`src/verilog/fetch_ctrl_pkg.sv`:
```
package fetch_ctrl_pkg;

    // frame memory data and address widths
    parameter int MEM_WORD_W = 32;
    parameter int MEM_ADDR_W = 16;

    // index of a word inside one macroblock, 64 words
    parameter int WORD_IDX_W = 6;

    // fetch sequencer states, luma only
    typedef enum logic [1:0] {
        FS_IDLE       = 2'd0,
        FS_LD_Y       = 2'd1,
        FS_WAIT_INTRA = 2'd2,
        FS_DONE       = 2'd3
    } fetch_state_e;

    // one frame memory word, pixel column 4k+n in byte n
    typedef logic [MEM_WORD_W-1:0] mem_word_t;

    // word address into the frame memory
    typedef logic [MEM_ADDR_W-1:0] mem_addr_t;

    // word position inside the current macroblock
    typedef logic [WORD_IDX_W-1:0] word_idx_t;

endpackage : fetch_ctrl_pkg

```
`src/verilog/mb_geom_pkg.sv`:
```
package mb_geom_pkg;

    // macroblock side in luma pixels
    parameter int MB_SIZE = 16;

    // luma samples packed into one frame memory word
    parameter int PIX_PER_WORD = 4;

    // 16x16 luma, four pixels per word
    parameter int WORDS_PER_MB = (MB_SIZE * MB_SIZE) / PIX_PER_WORD;

    // frame size in macroblocks when the top is left at its defaults
    parameter int DEF_WIDTH_MB  = 4;
    parameter int DEF_HEIGHT_MB = 3;

    // field widths
    parameter int MB_COORD_W = 6;
    parameter int PIXEL_W    = 8;
    parameter int ROW_IDX_W  = $clog2(MB_SIZE);

    // macroblock x or y position in the frame
    typedef logic [MB_COORD_W-1:0] mb_coord_t;

    // one 8-bit luma sample
    typedef logic [PIXEL_W-1:0] pixel_t;

    // one matrix row, pixel 0 in the low byte
    typedef logic [MB_SIZE*PIXEL_W-1:0] pix_row_t;

    // row or column inside a macroblock
    typedef logic [ROW_IDX_W-1:0] row_idx_t;

endpackage : mb_geom_pkg

```
`src/verilog/fetch.sv`:
```
`timescale 1ns/1ps

module fetch
    import mb_geom_pkg::*, fetch_ctrl_pkg::*;
#(
    parameter int WIDTH_MB  = DEF_WIDTH_MB,
    parameter int HEIGHT_MB = DEF_HEIGHT_MB
) (
    input  logic      clk,
    input  logic      rst,
    input  logic      en_i,
    // macroblock start towards the word source
    output logic      mb_start_o,
    output mb_coord_t mb_x_o,
    output mb_coord_t mb_y_o,
    // word FIFO
    input  logic      word_valid_i,
    input  mem_word_t word_i,
    output logic      word_pop_o,
    // intra stage handoff
    output logic      mb_valid_o,
    input  logic      mb_ack_i,
    input  row_idx_t  row_sel_i,
    output pix_row_t  row_o,
    output logic      frame_done_o
);

    localparam int WORDS_PER_ROW = MB_SIZE / PIX_PER_WORD;

    fetch_state_e state;
    fetch_state_e state_next;
    word_idx_t    word_cnt;
    row_idx_t     pos_x;
    row_idx_t     pos_y;
    logic         last_word;
    logic         last_mb;
    logic         mb_accept;
    pixel_t       luma [MB_SIZE][MB_SIZE];

    // pop whenever a word is waiting during the load
    assign word_pop_o = (state == FS_LD_Y) && word_valid_i;
    assign last_word  = (word_cnt == word_idx_t'(WORDS_PER_MB - 1));
    assign mb_accept  = (state == FS_WAIT_INTRA) && mb_valid_o && mb_ack_i;

    // bottom right macroblock of the frame
    assign last_mb = (mb_x_o == mb_coord_t'(WIDTH_MB - 1)) &&
                     (mb_y_o == mb_coord_t'(HEIGHT_MB - 1));

    // word count to matrix position
    assign pos_y = row_idx_t'(int'(word_cnt) / WORDS_PER_ROW);
    assign pos_x = row_idx_t'((int'(word_cnt) % WORDS_PER_ROW) * PIX_PER_WORD);

    always_ff @(posedge clk) begin
        if (rst) begin
            state <= FS_IDLE;
        end else begin
            state <= state_next;
        end
    end

    always_comb begin
        state_next = state;
        case (state)
            FS_IDLE: begin
                if (en_i) begin
                    state_next = FS_LD_Y;
                end
            end
            // luma only, 64 words
            FS_LD_Y: begin
                if (word_pop_o && last_word) begin
                    state_next = FS_WAIT_INTRA;
                end
            end
            // hold the matrix until the intra stage takes it
            FS_WAIT_INTRA: begin
                if (mb_accept) begin
                    state_next = last_mb ? FS_DONE : FS_IDLE;
                end
            end
            // whole frame fetched, wait for reset
            FS_DONE: begin
                state_next = FS_DONE;
            end
            default: begin
                state_next = FS_IDLE;
            end
        endcase
    end

    // one cycle pulse on entry to the load
    always_ff @(posedge clk) begin
        if (rst) begin
            mb_start_o   <= 1'b0;
            mb_valid_o   <= 1'b0;
            frame_done_o <= 1'b0;
        end else begin
            mb_start_o   <= (state != FS_LD_Y) && (state_next == FS_LD_Y);
            mb_valid_o   <= (state_next == FS_WAIT_INTRA);
            frame_done_o <= (state_next == FS_DONE);
        end
    end

    // words popped in the current macroblock
    always_ff @(posedge clk) begin
        if (rst) begin
            word_cnt <= '0;
        end else if (word_pop_o) begin
            // wraps to zero after the 64th word
            word_cnt <= word_cnt + word_idx_t'(1);
        end
    end

    // raster order step on ack
    always_ff @(posedge clk) begin
        if (rst) begin
            mb_x_o <= '0;
            mb_y_o <= '0;
        end else if (mb_accept) begin
            if (mb_x_o == mb_coord_t'(WIDTH_MB - 1)) begin
                mb_x_o <= '0;
                mb_y_o <= mb_y_o + mb_coord_t'(1);
            end else begin
                mb_x_o <= mb_x_o + mb_coord_t'(1);
            end
        end
    end

    // four adjacent pixels per popped word
    always_ff @(posedge clk) begin
        if (word_pop_o) begin
            for (int n = 0; n < PIX_PER_WORD; n++) begin
                luma[pos_y][pos_x + row_idx_t'(n)] <= word_i[n*PIXEL_W +: PIXEL_W];
            end
        end
    end

    // row readout for the intra stage
    always_comb begin
        for (int c = 0; c < MB_SIZE; c++) begin
            row_o[c*PIXEL_W +: PIXEL_W] = luma[row_sel_i][c];
        end
    end

    // held matrix stays untouched until the ack
    a_matrix_hold : assert property (@(posedge clk) disable iff (rst)
        mb_valid_o && $past(mb_valid_o) && $stable(row_sel_i) |-> $stable(row_o))
        else $error("luma matrix changed while handed to intra stage");

endmodule : fetch

```
`src/verilog/h264_fetch_top.sv`:
```
`timescale 1ns/1ps

module h264_fetch_top
    import mb_geom_pkg::*, fetch_ctrl_pkg::*;
#(
    parameter int WIDTH_MB   = DEF_WIDTH_MB,
    parameter int HEIGHT_MB  = DEF_HEIGHT_MB,
    parameter int FIFO_DEPTH = 4
) (
    input  logic      clk,
    input  logic      rst,
    input  logic      en_i,
    // frame memory
    output logic      mem_req_o,
    output mem_addr_t mem_addr_o,
    input  mem_word_t mem_rdata_i,
    // intra stage
    output logic      mb_valid_o,
    output mb_coord_t mb_x_o,
    output mb_coord_t mb_y_o,
    input  logic      mb_ack_i,
    input  row_idx_t  row_sel_i,
    output pix_row_t  row_o,
    output logic      frame_done_o
);

    // fetch to source
    logic      mb_start;
    // source to FIFO
    logic      push;
    mem_word_t push_data;
    logic      credit_ret;
    // FIFO to fetch
    logic      word_valid;
    mem_word_t word;
    logic      word_pop;

    mb_word_source #(
        .WIDTH_MB   (WIDTH_MB),
        .FIFO_DEPTH (FIFO_DEPTH)
    ) mb_word_source_i (
        .clk          (clk),
        .rst          (rst),
        .mb_start_i   (mb_start),
        .mb_x_i       (mb_x_o),
        .mb_y_i       (mb_y_o),
        .mem_req_o    (mem_req_o),
        .mem_addr_o   (mem_addr_o),
        .mem_rdata_i  (mem_rdata_i),
        .push_o       (push),
        .push_data_o  (push_data),
        .credit_ret_i (credit_ret)
    );

    word_fifo #(
        .FIFO_DEPTH (FIFO_DEPTH)
    ) word_fifo_i (
        .clk          (clk),
        .rst          (rst),
        .push_i       (push),
        .push_data_i  (push_data),
        .pop_i        (word_pop),
        .word_valid_o (word_valid),
        .word_o       (word),
        .credit_ret_o (credit_ret)
    );

    fetch #(
        .WIDTH_MB  (WIDTH_MB),
        .HEIGHT_MB (HEIGHT_MB)
    ) fetch_i (
        .clk          (clk),
        .rst          (rst),
        .en_i         (en_i),
        .mb_start_o   (mb_start),
        .mb_x_o       (mb_x_o),
        .mb_y_o       (mb_y_o),
        .word_valid_i (word_valid),
        .word_i       (word),
        .word_pop_o   (word_pop),
        .mb_valid_o   (mb_valid_o),
        .mb_ack_i     (mb_ack_i),
        .row_sel_i    (row_sel_i),
        .row_o        (row_o),
        .frame_done_o (frame_done_o)
    );

endmodule : h264_fetch_top

```
`src/verilog/mb_word_source.sv`:
```
`timescale 1ns/1ps

module mb_word_source
    import mb_geom_pkg::*, fetch_ctrl_pkg::*;
#(
    parameter int WIDTH_MB   = DEF_WIDTH_MB,
    parameter int FIFO_DEPTH = 4
) (
    input  logic      clk,
    input  logic      rst,
    // macroblock start from fetch
    input  logic      mb_start_i,
    input  mb_coord_t mb_x_i,
    input  mb_coord_t mb_y_i,
    // frame memory, one cycle read latency
    output logic      mem_req_o,
    output mem_addr_t mem_addr_o,
    input  mem_word_t mem_rdata_i,
    // into the word FIFO
    output logic      push_o,
    output mem_word_t push_data_o,
    input  logic      credit_ret_i
);

    // counter must hold the full depth
    localparam int CRED_W = $clog2(FIFO_DEPTH + 1);

    logic [CRED_W-1:0] credits;
    logic              active;
    word_idx_t         rd_idx;
    mem_addr_t         mb_base;
    logic              issue;
    logic              last_read;

    // a read goes out only with a free FIFO slot reserved
    assign issue     = active && (credits != '0);
    assign last_read = (rd_idx == word_idx_t'(WORDS_PER_MB - 1));
    assign mem_req_o = issue;

    // word offset on top of the latched macroblock base
    assign mem_addr_o = mb_base + mem_addr_t'(rd_idx);

    // base address, only sampled at start
    always_ff @(posedge clk) begin
        if (mb_start_i) begin
            mb_base <= mem_addr_t'((int'(mb_y_i) * WIDTH_MB + int'(mb_x_i)) * WORDS_PER_MB);
        end
    end

    // read sequencer for the 64 words
    always_ff @(posedge clk) begin
        if (rst) begin
            active <= 1'b0;
            rd_idx <= '0;
        end else if (mb_start_i) begin
            active <= 1'b1;
            rd_idx <= '0;
        end else if (issue) begin
            rd_idx <= rd_idx + word_idx_t'(1);
            // stop after the last word of the macroblock
            if (last_read) begin
                active <= 1'b0;
            end
        end
    end

    // credits, minus one per read, plus one per pop
    always_ff @(posedge clk) begin
        if (rst) begin
            credits <= CRED_W'(FIFO_DEPTH);
        end else begin
            case ({issue, credit_ret_i})
                2'b10:   credits <= credits - CRED_W'(1);
                2'b01:   credits <= credits + CRED_W'(1);
                default: credits <= credits;
            endcase
        end
    end

    // read data shows up one cycle after the request
    always_ff @(posedge clk) begin
        if (rst) begin
            push_o <= 1'b0;
        end else begin
            push_o <= issue;
        end
    end

    assign push_data_o = mem_rdata_i;

    // returned credits never overfill the counter
    a_credit_max : assert property (@(posedge clk) disable iff (rst)
        credits <= CRED_W'(FIFO_DEPTH))
        else $error("credit count above FIFO depth");

    // a new macroblock only once the previous one is fully read back
    a_start_idle : assert property (@(posedge clk) disable iff (rst)
        mb_start_i |-> !active && !push_o)
        else $error("macroblock start with reads outstanding");

endmodule : mb_word_source

```
`src/verilog/word_fifo.sv`:
```
`timescale 1ns/1ps

module word_fifo
    import fetch_ctrl_pkg::*;
#(
    parameter int FIFO_DEPTH = 4
) (
    input  logic      clk,
    input  logic      rst,
    // write side, from the word source
    input  logic      push_i,
    input  mem_word_t push_data_i,
    // read side, to fetch
    input  logic      pop_i,
    output logic      word_valid_o,
    output mem_word_t word_o,
    // one credit back per popped word
    output logic      credit_ret_o
);

    localparam int PTR_W = $clog2(FIFO_DEPTH);
    localparam int CNT_W = $clog2(FIFO_DEPTH + 1);

    mem_word_t         buf_mem [FIFO_DEPTH];
    logic [PTR_W-1:0]  wr_ptr;
    logic [PTR_W-1:0]  rd_ptr;
    logic [CNT_W-1:0]  count;
    logic              full;

    assign full         = (count == CNT_W'(FIFO_DEPTH));
    assign word_valid_o = (count != '0);
    // head word, read in the same cycle as the pop
    assign word_o       = buf_mem[rd_ptr];

    // storage, no reset on data
    always_ff @(posedge clk) begin
        if (push_i) begin
            buf_mem[wr_ptr] <= push_data_i;
        end
    end

    // pointers wrap on their own, depth is a power of two
    always_ff @(posedge clk) begin
        if (rst) begin
            wr_ptr <= '0;
            rd_ptr <= '0;
        end else begin
            if (push_i) begin
                wr_ptr <= wr_ptr + PTR_W'(1);
            end
            if (pop_i) begin
                rd_ptr <= rd_ptr + PTR_W'(1);
            end
        end
    end

    // occupancy
    always_ff @(posedge clk) begin
        if (rst) begin
            count <= '0;
        end else begin
            case ({push_i, pop_i})
                2'b10:   count <= count + CNT_W'(1);
                2'b01:   count <= count - CNT_W'(1);
                default: count <= count;
            endcase
        end
    end

    // credit pulse trails the pop by one cycle
    always_ff @(posedge clk) begin
        if (rst) begin
            credit_ret_o <= 1'b0;
        end else begin
            credit_ret_o <= pop_i;
        end
    end

    // source credits must keep the buffer from overflowing
    a_no_overflow : assert property (@(posedge clk) disable iff (rst)
        push_i |-> !full)
        else $error("push into full word FIFO");

    // fetch pops only a valid head word
    a_no_underflow : assert property (@(posedge clk) disable iff (rst)
        pop_i |-> word_valid_o)
        else $error("pop from empty word FIFO");

endmodule : word_fifo
```
`config.mk`:
```
export PLATFORM = sky130hd
export DESIGN_NAME = h264_fetch_top
export DESIGN_NICKNAME = d
export VERILOG_FILES = /design/src/verilog/fetch_ctrl_pkg.sv /design/src/verilog/mb_geom_pkg.sv /design/src/verilog/fetch.sv /design/src/verilog/h264_fetch_top.sv /design/src/verilog/mb_word_source.sv /design/src/verilog/word_fifo.sv
export SDC_FILE = /design/constraint.sdc
export NUM_CORES = 2
export LEC_CHECK = 0
export BUFFER_PORTS_ARGS = -buffer_cell sky130_fd_sc_hd__buf_2
export CAP_MARGIN = 20
export CORE_AREA = 2 2 316 443
export DETAILED_ROUTE_END_ITERATION = 6
export DIE_AREA = 0 0 318 445
export PLACE_DENSITY_LB_ADDON = 0.3
export SYNTH_ARGS = -nofsm -noshare
export SYNTH_HDL_FRONTEND = slang
export SYNTH_SLANG_ARGS = --single-unit
```
`constraint.sdc`:
```
create_clock -name clk -period 5.5 [get_ports clk]
set_clock_uncertainty 0.2 [all_clocks]
set_input_delay 1.1 -clock clk [delete_from_list [all_inputs] [get_ports clk]]
set_output_delay 1.1 -clock clk [all_outputs]
set_load 0.01 [all_outputs]
```
==> summary.txt <==
YS warnings: 0
Root Driver: clkbuf_16
WS Path Type: in -> out
First-pass GRT wire length: 304 mm
Register area share after synthesis: 78.3%
Mapped Avg Cell Area: 22.2 um^2
Gpl congestion: 0.814
IO Count: 199
Total wire length: 212 mm
Nets: 4206
CTS sink cnt: 2229
Worst Path Required: 4.20 ns
Leakage: 30.3 nW
HP Class: in -> reg
Flop and latch count out of synthesis: 2229
Port Buffers: 197
Hold path start: mem_rdata_i[17]
Chip height: 445 um
Die area: 142000 um^2
Finished Layout Cells: 6105
Vias: 42600
Post-synth EDFFs: 2185
Synth cell types: 51
Outcome: complete, but fails checks
CTS clk-pin slew, worst paths: 0.06 ns
Largest net degree at the start of global routing: 59
Vias per cell: 6.97
Core ar.: 137000 um^2
Num CTS Buffers: 188
Synth Flop Type: edfxtp_1
Async SR Flop Fraction: 0%
GRT Total Usage: 30.4%
RSZ-0062 raised after global routing: false
CP Launch Type: input pin
Clock Path Buffers: 3
Synth Instances: 3820
Hold depth: 1
Drt first pass iters: 7
Grt total ovfl: 0
Placed Cells: 5745
H-tree levels: 4
Final setup violation count: 0
Reg2reg start: fetch_i.state[0]
Worst reg2reg path depth: 4
Multi-input logic area: 17700 um^2
Peak Freq: 215 MHz
Largest fanout on the critical path: 43
Final setup TNS: 0 ns
Worst slew pin tran: 1.17 ns
Worst-Skew Late Latency: 0.84 ns
Crit path capture type: output port
WP data arrival: 3.36 ns
Mapped Nets: 3881
Power Density: 357 nW/um^2
Placed wire-length estimate: 118 mm
Fin. Hold Viols: 0
Setup slack after layout: 0.840 ns
Post-cts resize count: 0
Core Rows: 161
Slew headroom: 22.1%
Slew Limit Fails: 0
Failing checks: design-rule violations
Post-DP Area: 88900 um^2
Period Utilization, post-route: 84.7%
Number of max-cap violations: 0
Post-route minimum period: 4.66 ns
Initial core utilization: 61.9%
Vias in the first global route: 43500
Fillers: 7896
Area growth syn-to-layout: 11.9%
CTS tree: done
Design area: 95000 um^2
# DRC: 25
Iteration-0 DRC Markers: 6111
Die X: 318 um
Worst setup path start: row_sel_i[1]
Initial antenna violation count: 21
Remaining antenna violation count after routing: 0
Routed WL per cell: 34.7 um
Hold Buf Count CTS: 0
VDD IR-drop max: 0.365 mV
Post-layout util: 69.2%
Dpl ws: 0.903 ns
Post-CTS setup buffers: 0
Register area: 66500 um^2
Netlist Area Pre-Place: 84900 um^2
Layout cells sized above 1: 29.1%
logic make-up after synthesis:
| family | count (synthesis) | synth area share (%) |
|---|---|---|
| compound gates | 354 | 2.98 |
| xor+xnor | 27 | 0.279 |
| fa+ha+maj | 21 | 0.336 |
| buf+inv | 231 | 1.41 |
| flops | 2229 | 78.3 |
| mux | 548 | 14.5 |
| other cells | 1 | 0.00442 |
| simple gates | 409 | 2.17 |
layer usage:
metal	wire length (um)	GRT usage, %
met5	139	0
met4	9260	12.6
met3	24900	7.21
met2	106000	50.1
met1	71800	39.7
registers in the layout, indices dropped and copies added (netlist names), 3 cells and up, named ones only:
signal / cells
fetch_i.mb_x_o: 6
fetch_i.mb_y_o: 6
mb_word_source_i.credits: 3
fetch_i.word_cnt: 6
mb_word_source_i.rd_idx: 6
fetch_i.luma: 2048
word_fifo_i.buf_mem: 128
mb_word_source_i.mb_base: 9
word_fifo_i.count: 3
critical path, cell delays in order:
cell	delay [ns]
buf_8	0.31
buf_4	0.63
mux4_2	0.37
o22ai_1	0.12
nor2_1	0.46
buf_2	0.24
layout make-up:
class	count	share of cell area [%]
clock inverter	108	1.03
clock buffer	236	5.23
tap	1793	2.36
antenna	13	0.0343
sequential	2229	70.0
inverter	17	0.0672
multi-input combinational	1360	18.7
timing repair buffer	349	2.60
synth_stat cells, drive strengths merged, types with 2 or more instances:
cell type,count,share of area [%]
edfxtp,2185,77
mux4,544,14
a22oi,182,1.6
nand2,147,0.66
nor2,137,0.61
buf,130,0.96
clkbuf,84,0.37
o22ai,74,0.55
a21o,73,0.65
dfxtp,44,1.0
nand3,34,0.20
and2,32,0.24
ha,18,0.27
inv,17,0.075
xor2,17,0.18
a21oi,11,0.065
xnor2,10,0.10
and3,9,0.069
nand4,9,0.074
nor2b,9,0.066
nor3,9,0.053
nand2b,6,0.044
o21ai,6,0.035
mux2i,4,0.047
fa,3,0.071
o31ai,3,0.027
or2,3,0.022
or3,3,0.024
a211oi,2,0.018
nor3b,2,0.018
nor4,2,0.032
or4,2,0.018
path summary, 6_finish.rpt:
| kind | end | slack [ns] |
|---|---|---|
| max | row_o[33] | 0.84 |
| min | word_fifo_i.buf_mem[3][17] | 0.28 |
| max reg2reg | fetch_i.luma[13][60] | 1.41 |
| min reg2reg | mb_word_source_i.active | 0.30 |
power by group:
group          switching, mW  total [mW]  internal, mW  leakage [nW]
combinational           1.33        1.97         0.641          7.43
clock                   5.95        13.0          7.08          2.92
sequential            0.0274        18.9          18.9          20.0
total                   7.31        33.9          26.6          30.3
per-stage QoR:
stage / power [mW] / hold slack (ns)
global placement: 21.1 / 0.277
global route: 34.6 / 0.264
floorplan: 20.4 / 0.254
CTS: 33.9 / 0.233
detailed placement: 21.2 / 0.282
finish: 33.9 / 0.284
cells in the final DEF (no fill, tap or decap), types with 7 or more instances in the layout:
cell	Yosys	layout
nand3_1	34	31
edfxtp_1	2185	2185
nor2b_1	9	7
nor2_1	137	73
nor2_4	0	64
xor2_1	17	17
a21o_1	73	73
nand2_1	146	144
and2_1	32	31
clkinv_2	0	40
a22oi_1	182	182
dfxtp_1	44	43
buf_12	0	24
inv_1	16	16
and3_1	7	7
bufinv_16	0	14
inv_6	0	7
buf_2	57	194
nand4_1	8	8
xnor2_1	10	10
nor3_1	9	8
o22ai_1	74	74
clkbuf_16	0	189
ha_1	18	18
a21oi_1	11	11
diode_2	0	13
mux4_2	544	544
buf_4	20	127
clkinv_1	0	33
clkbuf_1	83	41
Power figures use the tool's default switching activity.
